===== src/logic/core_consts.svh =====
// Data width, address width, register count and reset address macros.
`ifndef CORE_CONSTS_SVH
`define CORE_CONSTS_SVH

// Width of a data word and of a register.
`define DATA_WIDTH 32

// Byte address width of the instruction and data ports.
`define ADDR_WIDTH 16

// Number of architectural registers, r0 included.
`define REG_COUNT 32

// Address of the first fetch after reset.
`define RESET_PC 16'h0000

`endif


===== src/logic/isaPkg.sv =====
// Instruction-set types: data word, register index, address, opcode and function codes.
`include "core_consts.svh"

package isaPkg;

    typedef logic [`DATA_WIDTH-1:0] wordT;
    typedef logic [$clog2(`REG_COUNT)-1:0] regIdxT;
    typedef logic [`ADDR_WIDTH-1:0] addrT;

    // Primary opcode, bits 31:26.
    typedef enum logic [5:0] {
        opSpecial  = 6'h00,
        opBeq      = 6'h04,
        opAddiu    = 6'h09,
        opSpecial2 = 6'h1C,
        opLw       = 6'h23,
        opSw       = 6'h2B
    } opcodeT;

    // Function field, bits 5:0. MUL lives under SPECIAL2.
    typedef enum logic [5:0] {
        fnMul  = 6'h02,
        fnAddu = 6'h21,
        fnSubu = 6'h23,
        fnAnd  = 6'h24,
        fnOr   = 6'h25,
        fnSlt  = 6'h2A
    } functT;

endpackage


===== src/logic/pipePkg.sv =====
// Pipeline control types: ALU operation and writeback source.
package pipePkg;

    typedef enum logic [2:0] {
        aluAdd = 3'd0,
        aluSub = 3'd1,
        aluAnd = 3'd2,
        aluOr  = 3'd3,
        aluSlt = 3'd4
    } aluOpT;

    // Result picked in Writeback.
    typedef enum logic [1:0] {
        srcAlu  = 2'd0,
        srcMul  = 2'd1,
        srcLoad = 2'd2
    } wbSrcT;

endpackage


===== src/logic/instrDecoder.sv =====
// Instruction decoder: register fields, sign-extended immediate and pipeline control.
`timescale 1ns/1ps
`include "core_consts.svh"

module instrDecoder (
    input  isaPkg::wordT    Instruction,
    output isaPkg::regIdxT  RsAddr,
    output isaPkg::regIdxT  RtAddr,
    output isaPkg::regIdxT  RdAddr,
    output isaPkg::wordT    Immediate,
    output pipePkg::aluOpT  AluOp,
    output pipePkg::wbSrcT  WbSrc,
    output logic            AluSrcImm,
    output logic            RegWrite,
    output logic            MemRead,
    output logic            MemWrite,
    output logic            Branch
);
    import isaPkg::*;
    import pipePkg::*;

    opcodeT opcode;
    functT  funct;
    logic   destIsRt;

    assign opcode    = opcodeT'(Instruction[31:26]);
    assign funct     = functT'(Instruction[5:0]);
    assign RsAddr    = Instruction[25:21];
    assign RtAddr    = Instruction[20:16];
    assign Immediate = {{(`DATA_WIDTH-16){Instruction[15]}}, Instruction[15:0]};

    // I-type results go to rt, R-type results to rd.
    assign RdAddr = destIsRt ? Instruction[20:16] : Instruction[15:11];

    always_comb begin
        AluOp     = aluAdd;
        WbSrc     = srcAlu;
        AluSrcImm = 1'b0;
        RegWrite  = 1'b0;
        MemRead   = 1'b0;
        MemWrite  = 1'b0;
        Branch    = 1'b0;
        destIsRt  = 1'b0;
        case (opcode)
            opSpecial: begin
                RegWrite = 1'b1;
                case (funct)
                    fnAddu:  AluOp = aluAdd;
                    fnSubu:  AluOp = aluSub;
                    fnAnd:   AluOp = aluAnd;
                    fnOr:    AluOp = aluOr;
                    fnSlt:   AluOp = aluSlt;
                    default: RegWrite = 1'b0;
                endcase
            end
            opSpecial2: begin
                RegWrite = (funct == fnMul);
                WbSrc    = srcMul;
            end
            opAddiu: begin
                AluSrcImm = 1'b1;
                RegWrite  = 1'b1;
                destIsRt  = 1'b1;
            end
            opLw: begin
                AluSrcImm = 1'b1;
                RegWrite  = 1'b1;
                MemRead   = 1'b1;
                WbSrc     = srcLoad;
                destIsRt  = 1'b1;
            end
            opSw: begin
                AluSrcImm = 1'b1;
                MemWrite  = 1'b1;
            end
            opBeq: begin
                AluOp  = aluSub;
                Branch = 1'b1;
            end
            default: ;
        endcase
    end

endmodule


===== src/logic/integerAlu.sv =====
// Integer ALU: add, subtract, and, or, signed set-less-than and equality compare.
`timescale 1ns/1ps

module integerAlu (
    input  isaPkg::wordT   A,
    input  isaPkg::wordT   B,
    input  pipePkg::aluOpT AluOp,
    output isaPkg::wordT   Result,
    output logic           Equal
);
    import isaPkg::*;
    import pipePkg::*;

    always_comb begin
        case (AluOp)
            aluAdd:  Result = A + B;
            aluSub:  Result = A - B;
            aluAnd:  Result = A & B;
            aluOr:   Result = A | B;
            aluSlt:  Result = wordT'($signed(A) < $signed(B));
            default: Result = '0;
        endcase
    end

    // Branch decision for BEQ.
    assign Equal = (A == B);

    // Operation codes come from the decoder through the pipeline register.
    always_comb begin
        knownAluOp: assert final (AluOp inside {aluAdd, aluSub, aluAnd, aluOr, aluSlt})
            else $error("ALU received an undefined operation %0d", AluOp);
    end

endmodule


===== src/logic/mipsCore.sv =====
// Four-stage core: program counter, pipeline registers, forwarding, branch flush, writeback.
`timescale 1ns/1ps
`include "core_consts.svh"

module mipsCore (
    input  logic           Clock,
    input  logic           nReset,
    input  isaPkg::wordT   InstrMem,
    input  isaPkg::wordT   MemData,
    input  isaPkg::regIdxT RegAddr,
    output isaPkg::addrT   InstrAddr,
    output isaPkg::addrT   MemAddr,
    output isaPkg::wordT   WriteData,
    output isaPkg::wordT   RegData,
    output logic           MemRead,
    output logic           MemWrite
);
    import isaPkg::*;
    import pipePkg::*;

    addrT   fdPc;
    wordT   fdInstr;
    logic   fdValid;
    logic   keepDecode;

    regIdxT decRsAddr, decRtAddr, decDest;
    wordT   decImm, rsData, rtData;
    aluOpT  decAluOp;
    wbSrcT  decWbSrc;
    logic   decAluSrcImm, decRegWrite, decMemRead, decMemWrite, decBranch;

    addrT   exPc;
    regIdxT exRsAddr, exRtAddr, exDest;
    wordT   exRsData, exRtData, exImm;
    aluOpT  exAluOp;
    wbSrcT  exWbSrc;
    logic   exAluSrcImm, exRegWrite, exMemRead, exMemWrite, exBranch;

    wordT   fwdRs, fwdRt, aluB, aluResult, mulProduct;
    logic   aluEqual, branchTaken;
    addrT   branchTarget;

    regIdxT wbDest;
    wordT   wbAluResult, wbStoreData, wbResult;
    wbSrcT  wbSource;
    logic   wbRegWrite, wbMemRead, wbMemWrite;

    always_ff @(posedge Clock or negedge nReset) begin
        if (!nReset) begin
            InstrAddr <= `RESET_PC;
        end else if (branchTaken) begin
            InstrAddr <= branchTarget;
        end else begin
            InstrAddr <= InstrAddr + addrT'(4);
        end
    end

    // Fetch/Decode. A taken branch kills the word being fetched.
    always_ff @(posedge Clock or negedge nReset) begin
        if (!nReset) begin
            fdValid <= 1'b0;
        end else begin
            fdValid <= !branchTaken;
        end
    end

    always_ff @(posedge Clock) begin
        fdInstr <= InstrMem;
        fdPc    <= InstrAddr;
    end

    instrDecoder u_instrDecoder (
        .Instruction (fdInstr),
        .RsAddr      (decRsAddr),
        .RtAddr      (decRtAddr),
        .RdAddr      (decDest),
        .Immediate   (decImm),
        .AluOp       (decAluOp),
        .WbSrc       (decWbSrc),
        .AluSrcImm   (decAluSrcImm),
        .RegWrite    (decRegWrite),
        .MemRead     (decMemRead),
        .MemWrite    (decMemWrite),
        .Branch      (decBranch)
    );

    registerFile u_registerFile (
        .Clock       (Clock),
        .nReset      (nReset),
        .RsAddr      (decRsAddr),
        .RtAddr      (decRtAddr),
        .WriteAddr   (wbDest),
        .RegAddr     (RegAddr),
        .WriteEnable (wbRegWrite),
        .WriteData   (wbResult),
        .RsData      (rsData),
        .RtData      (rtData),
        .RegData     (RegData)
    );

    // Decode/Execute. Squashed instructions lose every side effect.
    assign keepDecode = fdValid && !branchTaken;

    always_ff @(posedge Clock or negedge nReset) begin
        if (!nReset) begin
            exAluOp     <= aluAdd;
            exWbSrc     <= srcAlu;
            exAluSrcImm <= 1'b0;
            exRegWrite  <= 1'b0;
            exMemRead   <= 1'b0;
            exMemWrite  <= 1'b0;
            exBranch    <= 1'b0;
        end else begin
            exAluOp     <= decAluOp;
            exWbSrc     <= decWbSrc;
            exAluSrcImm <= decAluSrcImm;
            exRegWrite  <= decRegWrite && keepDecode;
            exMemRead   <= decMemRead && keepDecode;
            exMemWrite  <= decMemWrite && keepDecode;
            exBranch    <= decBranch && keepDecode;
        end
    end

    always_ff @(posedge Clock) begin
        exPc     <= fdPc;
        exRsAddr <= decRsAddr;
        exRtAddr <= decRtAddr;
        exDest   <= decDest;
        exRsData <= rsData;
        exRtData <= rtData;
        exImm    <= decImm;
    end

    // Writeback result bypasses into Execute.
    assign fwdRs = (wbRegWrite && wbDest != '0 && wbDest == exRsAddr) ? wbResult : exRsData;
    assign fwdRt = (wbRegWrite && wbDest != '0 && wbDest == exRtAddr) ? wbResult : exRtData;
    assign aluB  = exAluSrcImm ? exImm : fwdRt;

    integerAlu u_integerAlu (
        .A      (fwdRs),
        .B      (aluB),
        .AluOp  (exAluOp),
        .Result (aluResult),
        .Equal  (aluEqual)
    );

    splitMultiplier u_splitMultiplier (
        .Clock   (Clock),
        .nReset  (nReset),
        .A       (fwdRs),
        .B       (fwdRt),
        .Product (mulProduct)
    );

    assign branchTaken  = exBranch && aluEqual;
    assign branchTarget = exPc + addrT'(4) + {exImm[`ADDR_WIDTH-3:0], 2'b00};

    always_ff @(posedge Clock or negedge nReset) begin
        if (!nReset) begin
            wbSource   <= srcAlu;
            wbRegWrite <= 1'b0;
            wbMemRead  <= 1'b0;
            wbMemWrite <= 1'b0;
        end else begin
            wbSource   <= exWbSrc;
            wbRegWrite <= exRegWrite;
            wbMemRead  <= exMemRead;
            wbMemWrite <= exMemWrite;
        end
    end

    always_ff @(posedge Clock) begin
        wbDest      <= exDest;
        wbAluResult <= aluResult;
        wbStoreData <= fwdRt;
    end

    always_comb begin
        case (wbSource)
            srcMul:  wbResult = mulProduct;
            srcLoad: wbResult = MemData;
            default: wbResult = wbAluResult;
        endcase
    end

    // Data memory access happens in Writeback.
    assign MemAddr   = wbAluResult[`ADDR_WIDTH-1:0];
    assign WriteData = wbStoreData;
    assign MemRead   = wbMemRead;
    assign MemWrite  = wbMemWrite;

    memAccessExclusive: assert property (@(posedge Clock) disable iff (!nReset)
        !(MemRead && MemWrite))
        else $error("MemRead and MemWrite asserted in the same cycle");

endmodule


===== src/logic/registerFile.sv =====
// Register file with two read ports, a debug read port and write-through.
`timescale 1ns/1ps
`include "core_consts.svh"

module registerFile (
    input  logic           Clock,
    input  logic           nReset,
    input  isaPkg::regIdxT RsAddr,
    input  isaPkg::regIdxT RtAddr,
    input  isaPkg::regIdxT WriteAddr,
    input  isaPkg::regIdxT RegAddr,
    input  logic           WriteEnable,
    input  isaPkg::wordT   WriteData,
    output isaPkg::wordT   RsData,
    output isaPkg::wordT   RtData,
    output isaPkg::wordT   RegData
);
    import isaPkg::*;

    // r0 is cleared at reset and never written.
    wordT regs [0:`REG_COUNT-1];

    always_ff @(posedge Clock or negedge nReset) begin
        if (!nReset) begin
            for (int i = 0; i < `REG_COUNT; i++) begin
                regs[i] <= '0;
            end
        end else if (WriteEnable && WriteAddr != '0) begin
            regs[WriteAddr] <= WriteData;
        end
    end

    // The register being written reads back its new value.
    function automatic wordT readPort(input regIdxT addr);
        if (WriteEnable && WriteAddr != '0 && addr == WriteAddr) begin
            return WriteData;
        end
        return regs[addr];
    endfunction

    always_comb begin
        RsData  = readPort(RsAddr);
        RtData  = readPort(RtAddr);
        RegData = readPort(RegAddr);
    end

    // r0 reads zero on both operand ports, whatever is written to it.
    zeroStaysZero: assert property (@(posedge Clock) disable iff (!nReset)
        (RsAddr != '0 || RsData == '0) && (RtAddr != '0 || RtData == '0))
        else $error("r0 read back a nonzero value");

endmodule


===== src/logic/splitMultiplier.sv =====
// Split multiplier: registered 16x16 partial products and their recombination.
`timescale 1ns/1ps
`include "core_consts.svh"

module splitMultiplier (
    input  logic         Clock,
    input  logic         nReset,
    input  isaPkg::wordT A,
    input  isaPkg::wordT B,
    output isaPkg::wordT Product
);
    import isaPkg::*;

    localparam int Half = `DATA_WIDTH / 2;

    typedef logic [2*`DATA_WIDTH-1:0] dwordT;

    wordT  partLoLo;
    wordT  partLoHi;
    wordT  partHiLo;
    wordT  partHiHi;
    dwordT fullProduct;

    // Execute stage.
    always_ff @(posedge Clock or negedge nReset) begin
        if (!nReset) begin
            partLoLo <= '0;
            partLoHi <= '0;
            partHiLo <= '0;
            partHiHi <= '0;
        end else begin
            partLoLo <= A[Half-1:0] * B[Half-1:0];
            partLoHi <= A[Half-1:0] * B[`DATA_WIDTH-1:Half];
            partHiLo <= A[`DATA_WIDTH-1:Half] * B[Half-1:0];
            partHiHi <= A[`DATA_WIDTH-1:Half] * B[`DATA_WIDTH-1:Half];
        end
    end

    // Writeback stage. The low word of a product is the same for signed
    // and unsigned operands, so MUL comes out exact.
    always_comb begin
        fullProduct = (dwordT'(partHiHi) << `DATA_WIDTH)
                    + (dwordT'(partLoHi) << Half)
                    + (dwordT'(partHiLo) << Half)
                    + dwordT'(partLoLo);
    end

    assign Product = fullProduct[`DATA_WIDTH-1:0];

endmodule


===== config.mk =====
export PLATFORM = sky130hd
export DESIGN_NAME = mipsCore
export DESIGN_NICKNAME = d
export VERILOG_FILES = /design/src/logic/isaPkg.sv /design/src/logic/pipePkg.sv /design/src/logic/instrDecoder.sv /design/src/logic/integerAlu.sv /design/src/logic/mipsCore.sv /design/src/logic/registerFile.sv /design/src/logic/splitMultiplier.sv
export VERILOG_INCLUDE_DIRS = /design/src /design/src/logic
export SDC_FILE = /design/constraint.sdc
export NUM_CORES = 2
export LEC_CHECK = 0
export BUFFER_PORTS_ARGS = -buffer_cell sky130_fd_sc_hd__buf_4
export CORE_UTILIZATION = 63
export CTS_CLUSTER_SIZE = 40
export DETAILED_ROUTE_END_ITERATION = 6
export HOLD_SLACK_MARGIN = 0.12
export PLACE_DENSITY = 0.84
export RECOVER_POWER = 100
export SYNTH_ARGS = -nofsm -noshare
export SYNTH_HDL_FRONTEND = slang
export SYNTH_SLANG_ARGS = --single-unit

===== constraint.sdc =====
create_clock -name Clock -period 11.4 [get_ports Clock]
set_input_delay 1.14 -clock Clock [delete_from_list [all_inputs] [get_ports Clock]]
set_output_delay 1.14 -clock Clock [all_outputs]
set_load 0.1 [all_outputs]

==> impl_metrics.xml <==
<?xml version="1.0" encoding="UTF-8"?>
<metrics>
  <group name="min_path">
    <metric name="whs_endpoint" unit="">exPc[4]</metric>
    <metric name="hold_path_depth" unit="">0</metric>
    <metric name="worst_hold_startpoint" unit="">fdPc[4]</metric>
    <metric name="hold_path_class" unit="">flip-flop to flip-flop</metric>
  </group>
  <group name="synth">
    <metric name="syn_inst" unit="">8353</metric>
    <metric name="netlist.top_cell.by_area" unit="">sky130_fd_sc_hd__dfrtp_1</metric>
    <metric name="synth_seq_cells" unit="">1348</metric>
    <metric name="postSynth.topFlopCell" unit="">sky130_fd_sc_hd__dfrtp_1</metric>
    <metric name="synth_fp_nets" unit="">9137</metric>
    <metric name="synth_top_area_share" unit="%">30.67</metric>
    <metric name="synthDistinctLibCells" unit="">87</metric>
    <metric name="yosysSeqAreaShare" unit="%">35.66</metric>
    <metric name="synth_enable_flop_cells" unit="">0</metric>
    <metric name="synthesis.yosys.warnings" unit="">0</metric>
    <metric name="synth.avg_cell_area" unit="µm²">10.94</metric>
    <metric name="synthArstFlopShare" unit="%">83.09</metric>
    <metric name="synth_area" unit="µm²">91390</metric>
    <metric name="synthTopCellsByArea" unit="">sky130_fd_sc_hd__dfrtp_1 (31%), sky130_fd_sc_hd__mux4_2 (24%), sky130_fd_sc_hd__fa_1 (8.2%)</metric>
  </group>
  <group name="layout">
    <metric name="nets" unit="">8915</metric>
    <metric name="final_core_util" unit="%">68.43</metric>
    <metric name="postLayoutCellArea" unit="µm²">98420</metric>
    <metric name="synthToLayoutAreaGrowth" unit="%">7.694</metric>
    <metric name="fin_cells" unit="">10160</metric>
    <metric name="drive_above_1_share" unit="%">18.55</metric>
  </group>
  <group name="global_route">
    <metric name="grt_first_pass_wirelength" unit="µm">478300</metric>
    <metric name="first_global_vias" unit="">77000</metric>
    <metric name="grt_overflow" unit="">0</metric>
    <metric name="grt_max_degree" unit="">185</metric>
    <metric name="globalRouteTotalUtil" unit="%">44.43</metric>
    <metric name="number_of_antenna_violations_at_the_first_check_in_global_routing" unit="">19</metric>
  </group>
  <group name="power_and_ir_drop">
    <metric name="netSwitchingPower" unit="mW">13.39</metric>
    <metric name="power_switching_share" unit="%">46.06</metric>
    <metric name="power_frac_comb" unit="%">62.7</metric>
    <metric name="leakagePower" unit="nW">42.67</metric>
    <metric name="power" unit="mW">29.06</metric>
    <metric name="pwr_density_cell" unit="nW/µm²">295.3</metric>
    <metric name="vdd_ir_drop_max" unit="V">0.001103</metric>
    <metric name="p_clk_share" unit="%">17.3</metric>
    <metric name="p_int" unit="mW">15.68</metric>
    <metric name="share_seq_of_total_power" unit="%">20.0</metric>
  </group>
  <group name="critical_path">
    <metric name="timing.rr.end" unit="">u_splitMultiplier.partLoLo[30]</metric>
    <metric name="launching_point_of_the_worst_reg2reg_path" unit="">wbSource[0]</metric>
    <metric name="critPathKind" unit="">flip-flop to flip-flop</metric>
    <metric name="critPathSlowestCell" unit="">sky130_fd_sc_hd__o21ai_0</metric>
    <metric name="worst_path_most_repeated_cell" unit="">sky130_fd_sc_hd__inv_1</metric>
    <metric name="cp.required" unit="ns">12.09</metric>
    <metric name="critPathMaxFanout" unit="">36</metric>
    <metric name="flop2flop_setup_slack" unit="ns">0.92</metric>
    <metric name="worstPathArrival" unit="ns">11.17</metric>
    <metric name="cp-end-kind" unit="">flip-flop</metric>
    <metric name="cpPeakStageDelay" unit="ns">1.47</metric>
    <metric name="cell_depth_of_the_worst_flop_to_flop_path" unit="">34</metric>
    <metric name="worstSetupStartpointType" unit="">flip-flop</metric>
  </group>
  <group name="floorplan">
    <metric name="initial_utilization" unit="%">63.54</metric>
    <metric name="core.rowCount" unit="">139</metric>
    <metric name="floorplan.die.width" unit="µm">382.9</metric>
    <metric name="die_height" unit="µm">382.9</metric>
    <metric name="die-area" unit="µm²">146600</metric>
    <metric name="ios" unit="">169</metric>
    <metric name="design.core.area" unit="µm²">143800</metric>
  </group>
  <group name="detailed_routing">
    <metric name="routed_via_density" unit="">7.335</metric>
    <metric name="detail_route.wirelength" unit="µm">319100</metric>
    <metric name="detail_route.drc_violations" unit="">72</metric>
    <metric name="final_antenna_net_count" unit="">0</metric>
    <metric name="drtIter0Drc" unit="">11350</metric>
    <metric name="routed_wire_length_per_instance" unit="µm">31.41</metric>
    <metric name="via_count" unit="">74510</metric>
    <metric name="dr.pass1.iters" unit="">7</metric>
  </group>
  <group name="timing">
    <metric name="slew_violations" unit="">2146</metric>
    <metric name="worst_pin_slew" unit="ns">5.942</metric>
    <metric name="setup_tns" unit="ns">0</metric>
    <metric name="hold_viol_final" unit="">0</metric>
    <metric name="unrepaired_setup_endpoints_after_global_routing" unit="">false</metric>
    <metric name="setup_violations" unit="">0</metric>
    <metric name="fin_skew" unit="ns">0.04448</metric>
    <metric name="post-route-min-period" unit="ns">10.48</metric>
    <metric name="max-slew-margin-rel" unit="%">-296.1</metric>
    <metric name="final.period_utilization" unit="%">91.96</metric>
    <metric name="maximum_clock_frequency" unit="MHz">95.39</metric>
  </group>
  <group name="placement">
    <metric name="detailed_place.area" unit="µm²">94160</metric>
    <metric name="io_buffers" unit="">168</metric>
    <metric name="dp_cells" unit="">9890</metric>
    <metric name="detailedPlacementHpwl" unit="µm">199500</metric>
    <metric name="routabilityCongestion" unit="">1.030</metric>
  </group>
  <group name="clocking">
    <metric name="ctsResizeCount" unit="">0</metric>
    <metric name="clock-root-buffer" unit="">sky130_fd_sc_hd__clkbuf_16</metric>
    <metric name="clk_path_buf_depth" unit="">3</metric>
    <metric name="cts_tree" unit="">yes</metric>
    <metric name="clk_latency" unit="ns">0.86</metric>
    <metric name="clk_pin_slew_worst_paths" unit="ns">0.06</metric>
    <metric name="htreeDepth" unit="">4</metric>
    <metric name="numClockSinks" unit="">1348</metric>
    <metric name="cts.hold.buffers_added" unit="">0</metric>
    <metric name="cts_buffers" unit="">142</metric>
    <metric name="post-cts-setup-buffer-count" unit="">0</metric>
  </group>
  <group name="status">
    <metric name="run_status" unit="">finished with violations</metric>
    <metric name="failing_checks" unit="">DRC, capacitance limit, slew limit</metric>
  </group>
  <group name="flow_run">
    <metric name="maxCapViolations" unit="">51</metric>
  </group>
</metrics>
## cell usage after synthesis (18+ instances only)
cell,n
sky130_fd_sc_hd__buf_1,96
sky130_fd_sc_hd__a21oi_1,252
sky130_fd_sc_hd__xor2_1,37
sky130_fd_sc_hd__dfxtp_1,228
sky130_fd_sc_hd__o21a_1,43
sky130_fd_sc_hd__dfrtp_1,1120
sky130_fd_sc_hd__nand3_1,20
sky130_fd_sc_hd__ha_1,340
sky130_fd_sc_hd__xnor2_1,153
sky130_fd_sc_hd__mux4_2,961
sky130_fd_sc_hd__inv_1,607
sky130_fd_sc_hd__nor2b_1,99
sky130_fd_sc_hd__mux2_2,57
sky130_fd_sc_hd__o21ai_1,38
sky130_fd_sc_hd__a221o_1,20
sky130_fd_sc_hd__nor3_1,24
sky130_fd_sc_hd__o21ai_0,1032
sky130_fd_sc_hd__buf_4,18
sky130_fd_sc_hd__mux2i_1,19
sky130_fd_sc_hd__nor2_1,391
sky130_fd_sc_hd__a211oi_1,118
sky130_fd_sc_hd__fa_1,373
sky130_fd_sc_hd__a21o_1,28
sky130_fd_sc_hd__clkbuf_1,600
sky130_fd_sc_hd__o21bai_1,53
sky130_fd_sc_hd__nand2_1,1390
## stage by stage
stage	setup slack (ns)	hold slack, ns
2_1_floorplan	2.741	0.3096
3_3_place_gp	1.864	0.3105
3_5_place_dp	1.765	0.3121
4_1_cts	1.718	0.3257
5_1_grt	0.5773	0.3315
6_report	0.9168	0.3233
## worst max path at each step
| stage | startpoint | end | slack, ns | cells past startpoint |
|---|---|---|---|---|
| after detailed placement | u_splitMultiplier.partHiLo[2] | u_splitMultiplier.partHiLo[15] | 1.76 | 34 |
| final | wbSource[0] | u_splitMultiplier.partLoLo[30] | 0.92 | 34 |
| after global placement | u_splitMultiplier.partHiLo[2] | u_splitMultiplier.partHiLo[15] | 1.86 | 34 |
| after global routing | wbSource[0] | u_splitMultiplier.partLoHi[15] | 0.58 | 32 |
| after CTS | u_splitMultiplier.partHiLo[2] | u_splitMultiplier.partHiLo[15] | 1.72 | 34 |
| after floorplan | u_splitMultiplier.partLoHi[1] | u_splitMultiplier.partHiLo[15] | 2.74 | 36 |
## placed cells by master, fill, tap and decap left out, types with 153 or more instances in the layout
| master | count |
|---|---|
| sky130_fd_sc_hd__a21oi_1 | 253 |
| sky130_fd_sc_hd__nor2_1 | 391 |
| sky130_fd_sc_hd__dfxtp_1 | 226 |
| sky130_fd_sc_hd__o21ai_0 | 1052 |
| sky130_fd_sc_hd__buf_4 | 170 |
| sky130_fd_sc_hd__clkbuf_1 | 174 |
| sky130_fd_sc_hd__fa_1 | 373 |
| sky130_fd_sc_hd__mux4_2 | 961 |
| sky130_fd_sc_hd__nand2_1 | 1364 |
| sky130_fd_sc_hd__inv_1 | 606 |
| sky130_fd_sc_hd__dfrtp_1 | 1119 |
| sky130_fd_sc_hd__xnor2_1 | 153 |
| sky130_fd_sc_hd__ha_1 | 340 |
## cell families (layout without fill, tap and decap cells)
logic type               count (synthesis)  after routing  synth area share, %
AND/OR/NAND/NOR                       2023           2023                8.971
XOR/XNOR                               195            195                1.937
other                                    0              7                    0
buffers and inverters                 1351           1247                5.642
multiplexers                          1037           1037                24.59
adder cells (fa/ha/maj)                713            713                12.83
AO/OA/AOI/OAI                         1686           1686                10.37
flip-flops                            1348           1348                35.66
## area by class of cell
class | instances | area (µm²)
diodes | 7 | 17.52
clock buffers | 209 | 4126
clock inverters | 53 | 847.1
fillers | 9677 | 45410
inverters | 629 | 2362
multi-input cells | 5654 | 53850
flip-flops and latches | 1348 | 32600
well taps | 1903 | 2381
repair buffers | 356 | 2236
## critical path, delay by kind of cell (launching register included)
family          cells  cell delay, ns
flops               1            0.35
simple gates        1            0.17
compound gates     13            4.46
xor+xnor            1            0.16
fa+ha+maj           8            2.87
buf+inv            11            2.31
## power groups by stage
stage | clock network, mW | logic (mW) | registers (mW)
after global routing | 5.21 | 19.9 | 5.84
after global placement | 0 | 17.3 | 5.84
after CTS | 5.02 | 18.0 | 5.79
after detailed placement | 0 | 17.6 | 5.87
after floorplan | 0 | 12.8 | 5.73
final | 5.03 | 18.2 | 5.82
## registers in the layout, summed over array words and instances (netlist names), 3 cells and up
signal                      count
fdPc                           16
wbAluResult                    32
exPc                           16
exRtAddr                        5
exRsData                       32
wbDest                          5
exAluOp                         3
exDest                          5
u_splitMultiplier.partLoHi     16
exImm                          16
fdInstr                        32
WriteData                      32
u_splitMultiplier.partHiLo     16
u_splitMultiplier.partLoLo     32
u_registerFile.regs          1024
InstrAddr                      16
exRsAddr                        5
exRtData                       32
## per-layer routing
layer,vias to the layer above,part of all wire [%],track usage (%)
met5,-,0.080,0.6283
met4,22,8.9,31.24
met3,2149,17,19.47
met2,7029,43,64.36
met1,36360,31,53.29
li1,28950,-,-
(Power assumes the default switching activity.)
